[config.mk]
export PLATFORM = sky130hd
export DESIGN_NAME = mc_loader_top
export DESIGN_NICKNAME = d
export VERILOG_FILES = /design/src/logic/mc_pkg.sv /design/src/logic/mc_program_ram.sv /design/src/logic/mc_spmd_loader.sv /design/src/logic/mc_link_stage.sv /design/src/logic/mc_tile_mem.sv /design/src/logic/mc_loader_top.sv
export VERILOG_INCLUDE_DIRS = /design/src /design/src/logic
export SDC_FILE = /design/constraint.sdc
export NUM_CORES = 2
export LEC_CHECK = 0
export ABC_AREA = 1
export BUFFER_PORTS_ARGS = -buffer_cell sky130_fd_sc_hd__buf_2
export CAP_MARGIN = 20
export CELL_PAD_IN_SITES_DETAIL_PLACEMENT = 1
export CELL_PAD_IN_SITES_GLOBAL_PLACEMENT = 1
export CORE_MARGIN = 2
export CORE_UTILIZATION = 24
export CTS_BUF_LIST = sky130_fd_sc_hd__clkbuf_2 sky130_fd_sc_hd__clkbuf_4 sky130_fd_sc_hd__clkbuf_8
export DETAILED_ROUTE_END_ITERATION = 7
export GPL_ROUTABILITY_DRIVEN = 0
export GPL_TIMING_DRIVEN = 0
export MAX_ROUTING_LAYER = met4
export PLACE_DENSITY = 0.43
export SETUP_SLACK_MARGIN = 0.15
export SLEW_MARGIN = 30
export SYNTH_ARGS = -nofsm -noshare
export SYNTH_HDL_FRONTEND = slang
export SYNTH_HIERARCHICAL = 1
export SYNTH_SLANG_ARGS = --single-unit
[constraint.sdc]
create_clock -name clk_i -period 3.63 [get_ports clk_i]
set_clock_uncertainty 0.1 [all_clocks]
set_input_delay 0.5445 -clock clk_i [delete_from_list [all_inputs] [get_ports clk_i]]
set_output_delay 0.5445 -clock clk_i [all_outputs]
set_load 0.1 [all_outputs]
[src/logic/mc_params.svh]
`ifndef MC_PARAMS_SVH
`define MC_PARAMS_SVH

// Tile grid
`define MC_NUM_ROWS 2
`define MC_NUM_COLS 2
`define MC_NUM_TILES (`MC_NUM_ROWS * `MC_NUM_COLS)

// Program image and tile memory
`define MC_MEM_WORDS 16
`define MC_ADDR_W 4
`define MC_DATA_W 32

// Packet coordinate widths
`define MC_X_W 1
`define MC_Y_W 1

`define MC_TILE_ID_PTR 3 // Word that gets the tile number

`endif

[src/logic/mc_pkg.sv]
`default_nettype none

`include "mc_params.svh"

package mc_pkg;

  // Packet opcodes seen by the tiles
  typedef enum logic [1:0]
  {
    MC_OP_STORE    = 2'b01, // Write data to addr
    MC_OP_UNFREEZE = 2'b10  // Release the tile
  } mc_op_e;

  // Loader to tile packet, 40 bits
  typedef struct packed
  {
    mc_op_e                  op;
    logic [`MC_X_W-1:0]      x_cord;
    logic [`MC_Y_W-1:0]      y_cord;
    logic [`MC_ADDR_W-1:0]   addr;
    logic [`MC_DATA_W-1:0]   data;   // Zero for unfreeze
  } mc_packet_s;

endpackage

`default_nettype wire

[src/logic/mc_program_ram.sv]
`timescale 1ns/10ps
`default_nettype none

`include "mc_params.svh"

module mc_program_ram
  (
    input  wire                    clk_i,
    input  wire                    prog_we_i,
    input  wire [`MC_ADDR_W-1:0]   prog_addr_i,
    input  wire [`MC_DATA_W-1:0]   prog_data_i,
    input  wire [`MC_ADDR_W-1:0]   rd_addr_i,
    output logic [`MC_DATA_W-1:0]  rd_data_o
  );

  logic [`MC_DATA_W-1:0] mem_q [`MC_MEM_WORDS]; // Program image

  always_ff @(posedge clk_i)
  begin
    if (prog_we_i)
    begin
      mem_q[prog_addr_i] <= prog_data_i; // Host write
    end
  end

  assign rd_data_o = mem_q[rd_addr_i]; // Same-cycle read for the loader

endmodule

`default_nettype wire

[src/logic/mc_spmd_loader.sv]
`timescale 1ns/10ps
`default_nettype none

`include "mc_params.svh"

module mc_spmd_loader
  (
    input  wire                    clk_i,
    input  wire                    reset_i,
    input  wire                    start_i,
    output logic [`MC_ADDR_W-1:0]  rd_addr_o,
    input  wire [`MC_DATA_W-1:0]   rd_data_i,
    output mc_pkg::mc_packet_s     pkt_o,
    output logic                   valid_o,
    input  wire                    ready_i,
    output logic                   done_o
  );

  localparam int TILE_W = $clog2(`MC_NUM_TILES);

  typedef enum logic [1:0] {PH_IDLE, PH_LOAD, PH_UNFREEZE, PH_DONE} phase_e;

  phase_e              phase_q;
  logic [TILE_W-1:0]   tile_q;  // Destination tile
  logic [`MC_ADDR_W-1:0] word_q; // Word within the image
  logic                accept;
  logic                last_word;
  logic                last_tile;

  assign valid_o   = (phase_q == PH_LOAD) || (phase_q == PH_UNFREEZE);
  assign done_o    = (phase_q == PH_DONE);
  assign accept    = valid_o & ready_i; // State only moves on a transfer
  assign last_word = (word_q == `MC_ADDR_W'(`MC_MEM_WORDS - 1));
  assign last_tile = (tile_q == TILE_W'(`MC_NUM_TILES - 1));
  assign rd_addr_o = word_q;

  always_comb
  begin
    pkt_o.x_cord = `MC_X_W'(tile_q % `MC_NUM_COLS);
    pkt_o.y_cord = `MC_Y_W'(tile_q / `MC_NUM_COLS);
    pkt_o.addr   = word_q;
    if (phase_q == PH_UNFREEZE)
    begin
      pkt_o.op   = mc_pkg::MC_OP_UNFREEZE;
      pkt_o.data = '0;
    end
    else
    begin
      pkt_o.op   = mc_pkg::MC_OP_STORE;
      pkt_o.data = (word_q == `MC_ADDR_W'(`MC_TILE_ID_PTR)) ? `MC_DATA_W'(tile_q)
                                                             : rd_data_i;
    end
  end

  always_ff @(posedge clk_i)
  begin
    if (reset_i)
    begin
      phase_q <= PH_IDLE;
      tile_q  <= '0;
      word_q  <= '0;
    end
    else
    begin
      case (phase_q)
        PH_IDLE, PH_DONE:
        begin
          if (start_i)
          begin
            phase_q <= PH_LOAD;
            tile_q  <= '0;
            word_q  <= '0;
          end
        end
        PH_LOAD:
        begin
          if (accept)
          begin
            word_q <= last_word ? '0 : word_q + 1'b1;
            if (last_word)
            begin
              tile_q <= last_tile ? '0 : tile_q + 1'b1; // Tile-major walk
              if (last_tile)
              begin
                phase_q <= PH_UNFREEZE;
              end
            end
          end
        end
        default:
        begin
          if (accept)
          begin
            tile_q <= last_tile ? '0 : tile_q + 1'b1;
            if (last_tile)
            begin
              phase_q <= PH_DONE; // Done shows on this edge
            end
          end
        end
      endcase
    end
  end

endmodule

`default_nettype wire

[src/logic/mc_link_stage.sv]
`timescale 1ns/10ps
`default_nettype none

`include "mc_params.svh"

module mc_link_stage
  (
    input  wire                        clk_i,
    input  wire                        reset_i,
    input  wire mc_pkg::mc_packet_s    pkt_i,
    input  wire                        valid_i,
    output logic                       ready_o,
    input  wire                        net_ready_i,
    output mc_pkg::mc_packet_s         pkt_o,
    output logic [`MC_NUM_TILES-1:0]   deliver_o
  );

  localparam int TILE_W = $clog2(`MC_NUM_TILES);

  mc_pkg::mc_packet_s  pkt_q;   // Single network buffer
  logic                valid_q;
  logic [TILE_W-1:0]   dest;

  // Free slot, or the held packet leaves this cycle
  assign ready_o = ~valid_q | net_ready_i;
  assign pkt_o   = pkt_q;
  assign dest    = TILE_W'(pkt_q.y_cord * `MC_NUM_COLS + pkt_q.x_cord);

  always_comb
  begin
    deliver_o = '0;
    if (valid_q && net_ready_i)
    begin
      deliver_o[dest] = 1'b1; // One-hot strobe to the addressed tile
    end
  end

  always_ff @(posedge clk_i)
  begin
    if (reset_i)
    begin
      valid_q <= 1'b0;
    end
    else if (ready_o)
    begin
      valid_q <= valid_i;
    end
  end

  always_ff @(posedge clk_i)
  begin
    if (ready_o && valid_i)
    begin
      pkt_q <= pkt_i;
    end
  end

endmodule

`default_nettype wire

[src/logic/mc_tile_mem.sv]
`timescale 1ns/10ps
`default_nettype none

`include "mc_params.svh"

module mc_tile_mem
  (
    input  wire                        clk_i,
    input  wire                        reset_i,
    input  wire                        deliver_i,
    input  wire mc_pkg::mc_packet_s    pkt_i,
    input  wire [`MC_ADDR_W-1:0]       rd_addr_i,
    output logic [`MC_DATA_W-1:0]      rd_data_o,
    output logic                       frozen_o
  );

  logic [`MC_DATA_W-1:0] mem_q [`MC_MEM_WORDS]; // Survives reset
  logic                  frozen_q;
  logic                  do_store;
  logic                  do_unfreeze;

  assign do_store    = deliver_i && (pkt_i.op == mc_pkg::MC_OP_STORE);
  assign do_unfreeze = deliver_i && (pkt_i.op == mc_pkg::MC_OP_UNFREEZE);

  always_ff @(posedge clk_i)
  begin
    if (do_store)
    begin
      mem_q[pkt_i.addr] <= pkt_i.data;
    end
  end

  // Tile holds off until the loader releases it
  always_ff @(posedge clk_i)
  begin
    if (reset_i)
    begin
      frozen_q <= 1'b1;
    end
    else if (do_unfreeze)
    begin
      frozen_q <= 1'b0;
    end
  end

  assign frozen_o  = frozen_q;
  assign rd_data_o = mem_q[rd_addr_i]; // Readback for checking

endmodule

`default_nettype wire

[src/logic/mc_loader_top.sv]
`timescale 1ns/10ps
`default_nettype none

`include "mc_params.svh"

module mc_loader_top
  (
    input  wire                                        clk_i,
    input  wire                                        reset_i,
    input  wire                                        prog_we_i,
    input  wire [`MC_ADDR_W-1:0]                       prog_addr_i,
    input  wire [`MC_DATA_W-1:0]                       prog_data_i,
    input  wire                                        start_i,
    input  wire                                        net_ready_i,
    output logic                                       done_o,
    input  wire [`MC_ADDR_W-1:0]                       rd_addr_i,
    output logic [`MC_NUM_TILES-1:0][`MC_DATA_W-1:0]   rd_data_o,
    output logic [`MC_NUM_TILES-1:0]                   frozen_o
  );

  logic [`MC_ADDR_W-1:0]    ram_rd_addr;
  logic [`MC_DATA_W-1:0]    ram_rd_data;
  mc_pkg::mc_packet_s       ldr_pkt;     // Loader output
  logic                     ldr_valid;
  logic                     link_ready;
  mc_pkg::mc_packet_s       net_pkt;     // Broadcast to all tiles
  logic [`MC_NUM_TILES-1:0] deliver;

  mc_program_ram i_program_ram
  (
    .clk_i       (clk_i),
    .prog_we_i   (prog_we_i),
    .prog_addr_i (prog_addr_i),
    .prog_data_i (prog_data_i),
    .rd_addr_i   (ram_rd_addr),
    .rd_data_o   (ram_rd_data)
  );

  mc_spmd_loader i_loader
  (
    .clk_i     (clk_i),
    .reset_i   (reset_i),
    .start_i   (start_i),
    .rd_addr_o (ram_rd_addr),
    .rd_data_i (ram_rd_data),
    .pkt_o     (ldr_pkt),
    .valid_o   (ldr_valid),
    .ready_i   (link_ready),
    .done_o    (done_o)
  );

  mc_link_stage i_link
  (
    .clk_i       (clk_i),
    .reset_i     (reset_i),
    .pkt_i       (ldr_pkt),
    .valid_i     (ldr_valid),
    .ready_o     (link_ready),
    .net_ready_i (net_ready_i),
    .pkt_o       (net_pkt),
    .deliver_o   (deliver)
  );

  for (genvar t = 0; t < `MC_NUM_TILES; t++)
  begin : g_tile
    mc_tile_mem i_tile
    (
      .clk_i     (clk_i),
      .reset_i   (reset_i),
      .deliver_i (deliver[t]),
      .pkt_i     (net_pkt),
      .rd_addr_i (rd_addr_i),
      .rd_data_o (rd_data_o[t]),
      .frozen_o  (frozen_o[t])
    );
  end

endmodule

`default_nettype wire

==> results.toml <==
[clock_network]
h-tree-depth = 5
clk_pin_slew_ps = 60
cts_inserted_buffers = 483
clk_latency_ps = 1180
tritoncts = "built"
cts.sinks = 2613
cts.path.max_buffers = 4
clk_root_buffer_cell = "clkbuf_8"

[layout]
final_common_cell = "nand2_1"
layout-drive-gt1-share_pct = 15.4
num-nets-final = 11800
most-common-layout-cells = "nand2_1, edfxtp_1, inv_1, nand3_1, clkbuf_8"
synthToLayoutAreaGrowth_pct = 23.5
post_layout_nonfiller_instances = 18300
filler_cell_count = 52100

[die]
start_util_pct = 24.1
dieArea_sq_mm = 0.475
std_cell_rows = 251
boundaryPins = 178
core_area_sq_mm = 0.468
fp.dieW_um = 689
die_height_um = 689

[setup_path]
worst_r2r_endpoint = "g_tile[2].i_tile/mem_q[10][13]"
timing.rr.start = "i_link/valid_q"
startpoint_type = "input pin"
cp-end-kind = "primary output"
worstSetupPathType = "input pin to primary output"
worstRegToRegCells = 7
crit_path_max_fanout = 10
cp.arrival_ps = 2830
r2r_setup_slack_ps = 320
data_required_time_of_the_critical_path_ps = 2990

[placed_design]
worst_setup_slack_before_clock_tree_synthesis_ps = -900
buffer_ports.inserted = 175
detailedPlacementHpwl_mm = 313
placed_cells = 17400

[synthesis]
fraction_of_registers_with_async_set_or_reset_after_synthesis_pct = 0
synth.ff_latch_count = 2613
syn-mean-instance-area_sq_um = 10.6
synth_ff_type = "edfxtp_1"
synth_cell_types = 27
synth_edf_count = 2600
postSynthNetCount = 10700
ys_warn_count = 6
postSynthCellCount = 10700
syn_area_sq_mm = 0.113
seq_area_frac_synth_pct = 69.5

[pwr]
worst_ir_drop_vdd_v = 0.000294
power.density_cell_area_mw_per_mm2 = 603
power_leakage_nw = 58.0

[grt]
grt_pass1_wl_mm = 611
first_global_vias = 82100
grt_antenna_before_repair = 47
grt_max_degree = 21
grt_usage_pct = 18.5
grt_overflow = 0

[routing]
detailroute.via_count = 78500
detailedRoute.firstPassIterationCount = 5
detailedRoute.firstIterationViolations = 5489
drcViolationCount = 0
routed_wirelength_mm = 434
detail-route-antenna-nets = 0
via_per_inst = 4.28
avgRoutedWirePerCell_um = 23.7

[timing]
report.final.slew_viol_count = 0
fin_setup_tns_ps = 0
period_minus_slack_ps = 3470
layout_setup_ws_ps = 157
fmaxAchievable_mhz = 288
tightest_slew_ps = 986
max_slew_margin_pct = 34.3
final_min_period_over_clock_period_pct = 95.7
setup_viol_count_final = 0
grt_setup_unrepaired = "true"
final_hold_viols = 0

[min_path]
worst_hold_path.endpoint = "i_program_ram/mem_q[14][18]"
hold_path_stages = 2
holdCritStartpoint = "prog_data_i[18]"
hold_class = "input pin to register"

[job]
maxCapViolations = 0

[status]
status = "finished clean"
## routing by layer
layer / up-vias / wire (um) / share of wire [%] / GRT usage (%)
li1: 36700 / - / - / -
met1: 39400 / 192000 / 44 / 23.4
met2: 1594 / 206000 / 47 / 30.3
met3: 741 / 18300 / 4.2 / 2.54
met4: 0 / 17900 / 4.1 / 6.91
met5: - / 0 / 0 / -
## layout make-up
cell class / instances / area, sq um / area share [%]
Timing Repair Buffer: 562 / 8430 / 6.05
Buffer: 532 / 3670 / 2.63
Clock inverter: 206 / 1120 / 0.801
Sequential cell: 2613 / 78300 / 56.2
Antenna cell: 26 / 65.1 / 0.0467
Inverter: 2010 / 7560 / 5.43
Tap cell: 6198 / 7750 / 5.57
Clock buffer: 665 / 8090 / 5.81
Multi-Input combinational cell: 5514 / 24300 / 17.4
## stage by stage
step / util, % / total power [W] / cell area (sq um) / hold WS [ps]
finish: 29.8 / 0.0840 / 139000 / 226
global route: 29.8 / 0.0874 / 139000 / 136
CTS: 29.8 / 0.0855 / 139000 / 37.5
detailed placement: 27.5 / 0.0570 / 129000 / 434
global placement: 26.0 / 0.0539 / 121000 / 439
floorplan: - / 0.0452 / 113000 / 354
## worst max-delay path: stages
cell      delay, ps
clkbuf_1        310
inv_1           390
buf_1           550
nand3_1         480
nand2_1         210
buf_4           310
## synthesized netlist by cell type, types with 6 or more instances
master / count / area, sq um
ha_1: 7 / 87.6
buf_2: 204 / 1020
nor2_1: 130 / 488
nand3b_1: 6 / 45.0
buf_1: 70 / 263
nand2_1: 3399 / 12800
edfxtp_1: 2600 / 78100
a21oi_1: 6 / 30.0
buf_6: 145 / 1630
buf_4: 34 / 255
nand3_1: 1940 / 9710
inv_2: 8 / 30.0
inv_1: 1997 / 7500
o21ai_0: 6 / 30.0
dfxtp_1: 13 / 260
clkbuf_1: 74 / 278
## power by group
group	internal (W)	switching [W]	total (W)
clock network	0.0146	0.0133	0.0278
registers	0.0373	0.000792	0.0381
logic	0.00491	0.0132	0.0181
## worst max path at each step
| stage | from | end | slack, ps |
|---|---|---|---|
| floorplan | i_loader/phase_q[0] | i_link/pkt_o[0] | 200 |
| global placement | net_ready_i | g_tile[0].i_tile/mem_q[8][20] | -2860 |
| detailed placement | rd_addr_i[1] | rd_data_o[110] | -900 |
| CTS | g_tile[3].i_tile/mem_q[5][16] | rd_data_o[112] | 80 |
| global route | g_tile[0].i_tile/mem_q[1][15] | rd_data_o[15] | 130 |
| finish | rd_addr_i[3] | rd_data_o[13] | 160 |
## what timing repair did
item,CTS,global route
endpoints found under the setup margin,257,353
pin swaps,3,0
resized for setup,265,27
hold buffers,46,0
endpoints found under the hold margin,591,0
setup buffers,2,0
## sequential cells by signal, indices dropped and copies added (netlist names)
signal and cells:
i_program_ram/mem_q 512, i_link/pkt_o 40, g_tile.i_tile/frozen_o 4, i_link/valid_q 1, i_loader/phase_q 2, i_loader/rd_addr_o 4, i_loader/tile_q 2, g_tile.i_tile/mem_q 2048
## cells by family (layout without fill, tap and decap cells)
group	after synthesis	after routing	synth area share (%)
adder cells (fa/ha/maj)	7	7	0.0777
XOR/XNOR	1	1	0.00777
flip-flops	2613	2613	69.5
AO/OA/AOI/OAI	18	18	0.0966
other	0	26	0
AND/OR/NAND/NOR	5488	5488	20.5
buffers and inverters	2542	3975	9.85
Power figures use the tool's default switching activity.
